[config.mk]
export PLATFORM = sky130hd
export DESIGN_NAME = radixMulTop
export DESIGN_NICKNAME = d
export VERILOG_FILES = /design/src/hdl/radixMulPkg.sv /design/src/hdl/mulJobIf.sv /design/src/hdl/jobFifo.sv /design/src/hdl/radix4Multiplier.sv /design/src/hdl/radixMulTop.sv /design/src/hdl/wbJobWriter.sv
export VERILOG_INCLUDE_DIRS = /design/src /design/src/hdl
export SDC_FILE = /design/constraint.sdc
export NUM_CORES = 1
export LEC_CHECK = 0
export BUFFER_PORTS_ARGS = -buffer_cell sky130_fd_sc_hd__clkbuf_2
export CORE_MARGIN = 2
export CORE_UTILIZATION = 50
export DETAILED_ROUTE_END_ITERATION = 10
export PLACE_DENSITY = 0.68
export SYNTH_ARGS = -nofsm -noshare
export SYNTH_HDL_FRONTEND = slang
export SYNTH_SLANG_ARGS = --single-unit
export TNS_END_PERCENT = 50
[constraint.sdc]
create_clock -name Clock -period 10.5 [get_ports Clock]
set_input_delay 2.1 -clock Clock [delete_from_list [all_inputs] [get_ports Clock]]
set_output_delay 2.1 -clock Clock [all_outputs]
set_load 0.01 [all_outputs]
[src/hdl/radixMul_defines.svh]
`ifndef RADIXMUL_DEFINES_SVH
`define RADIXMUL_DEFINES_SVH

// operand and product widths
`define MUL_WIDTH 16
`define PRODUCT_WIDTH (2 * `MUL_WIDTH)
`define TAG_WIDTH 8

// job FIFO, power of two entries only
`define FIFO_DEPTH 4
`define LEVEL_WIDTH ($clog2(`FIFO_DEPTH) + 1)

`define ADDR_WIDTH 2
`define ADDR_OPERAND 2'd0   // operand pair write
`define ADDR_STATUS 2'd1    // status read

`endif

[src/hdl/radixMulPkg.sv]
`include "radixMul_defines.svh"

package radixMulPkg;

	typedef logic [`TAG_WIDTH-1:0] jobTag;

	// one multiply job, multiplicand in the upper half
	typedef struct packed {
		logic [`MUL_WIDTH-1:0] multiplicand;
		logic [`MUL_WIDTH-1:0] multiplier;
	} operandPair;

	typedef struct packed {
		logic [7:0]  level;     // jobs waiting in the FIFO
		jobTag       nextTag;   // tag the next write will get
		logic        busy;      // multiplier running or holding
		logic [14:0] reserved;  // reads as zero
	} statusWord;

	// bus data word, decoded by address
	typedef union packed {
		operandPair operands;
		statusWord  status;
	} busWord;

endpackage

[src/hdl/mulJobIf.sv]
`timescale 1ns/10ps

// one multiply job with valid/ready handshake
interface mulJobIf;

	logic valid;
	logic ready;
	radixMulPkg::operandPair operands;
	radixMulPkg::jobTag tag;

	modport source (
		output valid,
		output operands,
		output tag,
		input  ready
	);

	modport sink (
		input  valid,
		input  operands,
		input  tag,
		output ready
	);

endinterface

[src/hdl/jobFifo.sv]
`timescale 1ns/10ps
`include "radixMul_defines.svh"

module jobFifo (
	input  logic                     Clock,
	input  logic                     reset,
	output logic [`LEVEL_WIDTH-1:0]  level,
	mulJobIf.sink                    push,
	mulJobIf.source                  pop
);

	localparam int PtrWidth = $clog2(`FIFO_DEPTH);

	radixMulPkg::operandPair operandMem [`FIFO_DEPTH];
	radixMulPkg::jobTag tagMem [`FIFO_DEPTH];

	logic [PtrWidth-1:0] wrPtr;
	logic [PtrWidth-1:0] rdPtr;
	logic [`LEVEL_WIDTH-1:0] count;
	logic full;
	logic doPush;
	logic doPop;

	assign full = (count == `FIFO_DEPTH);

	// a full FIFO still takes a job when one leaves in the same cycle
	assign push.ready = !full || pop.ready;
	assign doPush = push.valid && push.ready;

	assign pop.valid = (count != '0);
	assign pop.operands = operandMem[rdPtr];
	assign pop.tag = tagMem[rdPtr];
	assign doPop = pop.valid && pop.ready;

	assign level = count;

	// ------------------------------------------------------------
	// pointers and occupancy
	// ------------------------------------------------------------
	always_ff @(posedge Clock) begin
		if (reset) begin
			wrPtr <= '0;
			rdPtr <= '0;
			count <= '0;
		end else begin
			if (doPush)
				wrPtr <= wrPtr + 1'b1;
			if (doPop)
				rdPtr <= rdPtr + 1'b1;
			case ({doPush, doPop})
				2'b10:   count <= count + 1'b1;
				2'b01:   count <= count - 1'b1;
				default: count <= count;   // none, or push and pop together
			endcase
		end
	end

	// storage
	always_ff @(posedge Clock) begin
		if (doPush) begin
			operandMem[wrPtr] <= push.operands;
			tagMem[wrPtr] <= push.tag;
		end
	end

endmodule

[src/hdl/radix4Multiplier.sv]
`timescale 1ns/10ps
`include "radixMul_defines.svh"

module radix4Multiplier (
	input  logic                       Clock,
	input  logic                       reset,
	input  logic                       productReady,
	output logic [`PRODUCT_WIDTH-1:0]  product,
	output radixMulPkg::jobTag         productTag,
	output logic                       productValid,
	output logic                       busy,
	mulJobIf.sink                      job
);

	localparam int StepCount = `MUL_WIDTH / 2;        // one radix-4 digit per step
	localparam int StepWidth = $clog2(StepCount + 1);
	localparam logic [StepWidth-1:0] LastStep = StepWidth'(StepCount);

	typedef enum logic [1:0] {
		stateIdle,
		stateRun,
		stateHold
	} mulState;

	mulState state;
	logic [StepWidth-1:0] step;
	logic [`PRODUCT_WIDTH-1:0] multiplicand;   // shifted left by two each step
	logic [`MUL_WIDTH-1:0] multiplier;         // shifted right by two each step
	logic [`PRODUCT_WIDTH-1:0] acc;
	logic [`PRODUCT_WIDTH-1:0] partial;

	assign job.ready = (state == stateIdle);
	assign busy = (state != stateIdle);
	assign productValid = (state == stateHold);

	// 0, 1, 2 or 3 times the multiplicand for the lowest digit
	always_comb begin
		case (multiplier[1:0])
			2'd0:    partial = '0;
			2'd1:    partial = multiplicand;
			2'd2:    partial = multiplicand << 1;
			default: partial = (multiplicand << 1) + multiplicand;
		endcase
	end

	// ------------------------------------------------------------
	// control
	// ------------------------------------------------------------
	always_ff @(posedge Clock) begin
		if (reset) begin
			state <= stateIdle;
			step <= '0;
		end else begin
			case (state)
				stateIdle: begin
					step <= '0;
					if (job.valid)
						state <= stateRun;
				end
				stateRun: begin
					if (step == LastStep)
						state <= stateHold;   // result written this edge
					else
						step <= step + 1'b1;
				end
				stateHold: begin
					if (productReady)
						state <= stateIdle;
				end
				default: state <= stateIdle;
			endcase
		end
	end

	// ------------------------------------------------------------
	// datapath
	// ------------------------------------------------------------
	always_ff @(posedge Clock) begin
		if (job.valid && job.ready) begin
			multiplicand <= {{`MUL_WIDTH{1'b0}}, job.operands.multiplicand};
			multiplier <= job.operands.multiplier;
			acc <= '0;
			productTag <= job.tag;   // held until the result is taken
		end else if (state == stateRun) begin
			if (step == LastStep) begin
				product <= acc;
			end else begin
				acc <= acc + partial;
				multiplicand <= multiplicand << 2;
				multiplier <= multiplier >> 2;
			end
		end
	end

endmodule

[src/hdl/radixMulTop.sv]
`timescale 1ns/10ps
`include "radixMul_defines.svh"

module radixMulTop (
	input  logic                       Clock,
	input  logic                       reset,

	// wishbone classic slave
	input  logic                       cyc,
	input  logic                       stb,
	input  logic                       we,
	input  logic [`ADDR_WIDTH-1:0]     adr,
	input  logic [31:0]                datIn,
	output logic [31:0]                datOut,
	output logic                       ack,

	// result port
	output logic [`PRODUCT_WIDTH-1:0]  product,
	output radixMulPkg::jobTag         productTag,
	output logic                       productValid,
	input  logic                       productReady
);

	logic [`LEVEL_WIDTH-1:0] fifoLevel;
	logic mulBusy;

	mulJobIf writerToFifo ();
	mulJobIf fifoToMul ();

	// ------------------------------------------------------------
	// producer, buffer, consumer
	// ------------------------------------------------------------
	wbJobWriter u_wbJobWriter (
		.Clock     (Clock),
		.reset     (reset),
		.cyc       (cyc),
		.stb       (stb),
		.we        (we),
		.adr       (adr),
		.datIn     (datIn),
		.datOut    (datOut),
		.ack       (ack),
		.fifoLevel (fifoLevel),
		.mulBusy   (mulBusy),
		.job       (writerToFifo.source)
	);

	jobFifo u_jobFifo (
		.Clock (Clock),
		.reset (reset),
		.level (fifoLevel),
		.push  (writerToFifo.sink),
		.pop   (fifoToMul.source)
	);

	radix4Multiplier u_radix4Multiplier (
		.Clock        (Clock),
		.reset        (reset),
		.productReady (productReady),
		.product      (product),
		.productTag   (productTag),
		.productValid (productValid),
		.busy         (mulBusy),
		.job          (fifoToMul.sink)
	);

endmodule

[src/hdl/wbJobWriter.sv]
`timescale 1ns/10ps
`include "radixMul_defines.svh"

module wbJobWriter (
	input  logic                     Clock,
	input  logic                     reset,
	input  logic                     cyc,
	input  logic                     stb,
	input  logic                     we,
	input  logic [`ADDR_WIDTH-1:0]   adr,
	input  logic [31:0]              datIn,
	output logic [31:0]              datOut,
	output logic                     ack,
	input  logic [`LEVEL_WIDTH-1:0]  fifoLevel,
	input  logic                     mulBusy,
	mulJobIf.source                  job
);

	logic cycle;
	logic operandWrite;
	radixMulPkg::jobTag tagCount;
	radixMulPkg::busWord wordIn;
	radixMulPkg::busWord statusOut;

	assign cycle = cyc && stb;
	assign operandWrite = we && (adr == `ADDR_OPERAND);

	// ------------------------------------------------------------
	// job side
	// ------------------------------------------------------------
	assign wordIn = datIn;

	// offered straight from the bus so the FIFO can take it this cycle
	assign job.valid = cycle && operandWrite && !ack;
	assign job.operands = wordIn.operands;
	assign job.tag = tagCount;

	always_ff @(posedge Clock) begin
		if (reset)
			tagCount <= '0;
		else if (job.valid && job.ready)
			tagCount <= tagCount + 1'b1;   // wraps at 256
	end

	// ------------------------------------------------------------
	// bus acknowledge
	// ------------------------------------------------------------
	always_ff @(posedge Clock) begin
		if (reset) begin
			ack <= 1'b0;
		end else begin
			ack <= 1'b0;
			if (cycle && !ack) begin
				if (operandWrite)
					ack <= job.ready;   // stall while FIFO is full
				else
					ack <= 1'b1;        // status read or ignored write
			end
		end
	end

	// status record packed into the bus word
	always_comb begin
		statusOut = '0;
		statusOut.status.level = 8'(fifoLevel);
		statusOut.status.nextTag = tagCount;
		statusOut.status.busy = mulBusy;
	end

	assign datOut = (!we && adr == `ADDR_STATUS) ? statusOut : '0;

endmodule

==> results.yml <==
die:
  die_h_um: 177
  initial_utilization_pct: 50.7
  rows: 63
  core-area_mm2: 0.0296
  io_pins: 114
  die_w_um: 177
  fp.dieArea_mm2: 0.0314
route:
  ant_nets: 0
  wl_um: 29400
  vias: 9608
  wire_per_inst_um: 16.7
  drt_iter0_drc: 610
  drcViolationCount: 0
  viasPerCell: 5.47
  dr.pass1.iters: 5
worst_setup_path:
  startpoint_type: "input pin"
  reg2reg_setup_slack_ns: 5.35
  critPathKind: "input pin to output pin"
  cp.required_ns: 8.40
  end_kind: "output pin"
  timing.rr.end: "u_radix4Multiplier.acc[31]"
  cp_max_fo: 12
  cp.arrival_ns: 3.39
  reg2reg_depth: 23
  reg2reg_from: "u_radix4Multiplier.multiplicand[1]"
synthesis:
  postSynth.asyncResetShare_pct: 0
  syn_inst: 1253
  synthFlopType: "edfxtp_1"
  synth_compound_gate_area_share_pct: 11.8
  synth_enable_flop_cells: 232
  synth_fa_ha_area_share_pct: 6.50
  syn_avg_cell_area_um2: 12.0
  synth_top_area_cell: "edfxtp_1"
  yosysWarnings: 0
  yosys-top-cells-count: "edfxtp_1 (232), nand2_1 (207), a21oi_1 (90)"
  synth_area_mm2: 0.0150
  synth.area.mux_share_pct: 6.89
  ys_seq_area_share_pct: 56.1
  synth.most_common_cell: "edfxtp_1"
  synth-seq-cells: 304
  synthSimpleGateAreaFrac_pct: 12.0
  synth_area_leaders: "edfxtp_1 (46%), dfxtp_1 (9.6%), ha_1 (6.1%)"
  synth_top_family_by_area: "simple AND/OR/NAND/NOR gates"
  synth_top_cell_area_share_pct: 46.5
  synthXorXnorAreaFrac_pct: 3.62
  synth.distinct_cells: 80
global_route:
  grt_usage_pct: 18.8
  grt_pass1_wl_um: 46900
  antenna_found_initial: 0
  grt_max_degree: 84
  grt_pass1_vias: 9175
  overflow: 0
worst_hold_path:
  whs_endpoint: "u_radix4Multiplier.acc[12]"
  hp-start: "u_radix4Multiplier.acc[12]"
  hold_path.class: "flip-flop to flip-flop"
  hold_depth: 2
power_and_ir_drop:
  clockPowerShare_pct: 22.4
  power_leakage_nw: 6.47
  switching_share_pct: 38.6
  internal-power_mw: 2.98
  ir_drop_mv: 0.191
  p_switching_mw: 1.87
  seqPwrFrac_pct: 34.6
  power_density_mw_per_mm2: 289
  combPwrFrac_pct: 42.9
clock_tree:
  cts_root_buf: "clkbuf_16"
  hold_buffers: 0
  post-cts-setup-buffers: 0
  numCtsBuffers: 34
  ctsResizeCount: 0
  clock_sinks: 304
  cts_tree: "yes"
  clock_path_buffers: 3
  clock_latency_ns: 0.53
  path_clk_slew_ns: 0.06
  htree_num_levels: 2
outcome:
  status: "completed"
run:
  drv_cap: 0
cells_and_area:
  nFillCells: 2460
  drive_above_1_share_pct: 16.9
  layout.nets: 1458
  syn2layout_area_growth_pct: 12.1
  diodes: 0
sta:
  holdWs_ns: 0.472
  fin_crit_sh_pct: 52.3
  slew_headroom_pct: 24.8
  hold_viol: 0
  finClkSkew_ns: 0.0327
  rsz0062_at_grt: "false"
  worstMarginPinSlew_ns: 1.13
  fmax_mhz: 182
  tns_ns: 0
  setup_viol: 0
  post-route-min-period_ns: 5.49
  drv_slew: 0
placement:
  gp_congestion: 0.837
  numPortBuffers: 93
  place_hpwl_um: 19000
## per-layer routing
metal  GRT usage, %  routed length [um]  share of wire, %  vias to the layer above
met3           3.41                1280               4.4                       51
met1           23.7               12800                43                     4633
met4           5.92                 757               2.6                        0
li1               -                   -                 -                     4764
met2           32.7               14600                50                      160
met5              0                   0                 0                        -
## flip-flops by register name, indices dropped and copies added (netlist names), 3 cells and up, named ones only
signal and cells:
u_radix4Multiplier.multiplier 16, u_radix4Multiplier.multiplicand 32, u_jobFifo.level 3, u_radix4Multiplier.productTag 8, u_jobFifo.tagMem 32, u_radix4Multiplier.step 4, u_jobFifo.operandMem 128, u_wbJobWriter.job.tag 8
u_radix4Multiplier.acc 32, u_radix4Multiplier.product 32
## placed cells by master, fill, tap and decap left out, drive strengths merged, types with 33 or more instances in the layout
master | synthesis | routed
dfxtp | 72 | 72
nand2 | 207 | 207
ha | 73 | 73
mux4 | 40 | 40
a21oi | 94 | 94
nor2 | 71 | 71
o21ai | 61 | 61
edfxtp | 232 | 232
clkbuf | 39 | 137
nand3 | 33 | 33
## cells by family (layout without fill, tap and decap cells)
logic type,count (synthesis),count (layout)
AO/OA/AOI/OAI,264,264
XOR/XNOR,61,61
adder cells (fa/ha/maj),76,76
buffers and inverters,95,189
flip-flops,304,304
multiplexers,53,53
other,1,20
AND/OR/NAND/NOR,399,399
## worst max-delay path, cell delays in order
cell and delay (ns):
clkbuf_2 0.09, nor3b_1 0.82, and2_1 0.25, clkbuf_2 0.13
## power groups by stage
stage | clock, mW | combinational, mW | sequential [mW]
3_5_place_dp | 0 | 2.09 | 1.71
5_1_grt | 1.16 | 2.33 | 1.70
3_3_place_gp | 0 | 2.06 | 1.70
2_1_floorplan | 0 | 1.69 | 1.64
4_1_cts | 1.11 | 2.10 | 1.68
6_report | 1.09 | 2.08 | 1.68
## how the worst max path moves through the flow
stage | start | endpoint | slack, ns
2_1_floorplan | adr[1] | datOut[16] | 5.66
3_3_place_gp | adr[1] | datOut[17] | 5.03
3_5_place_dp | adr[1] | datOut[19] | 4.94
4_1_cts | adr[1] | datOut[19] | 4.94
5_1_grt | adr[1] | datOut[25] | 4.79
6_report | adr[1] | datOut[19] | 5.01
## metrics by stage
stage	setup slack [ns]	std cells	power, mW	utilization, %	cell area [um2]
floorplan	5.66	1272	3.33	-	15100
global placement	5.03	1696	3.76	53.3	15800
detailed placement	4.94	1696	3.80	53.3	15800
CTS	4.94	1756	4.90	56.8	16800
global route	4.79	1756	5.20	56.8	16800
finish	5.01	1756	4.85	56.8	16800
## cell type report
class	count	area (um2)	area share, %
Timing Repair Buffer	103	541	3.22
Clock inverter	16	123	0.730
Inverter	26	97.6	0.581
Tap cell	390	488	2.91
Multi-Input combinational cell	873	6220	37.1
Sequential cell	304	8410	50.1
Clock buffer	44	908	5.41
(Power assumes the default switching activity.)
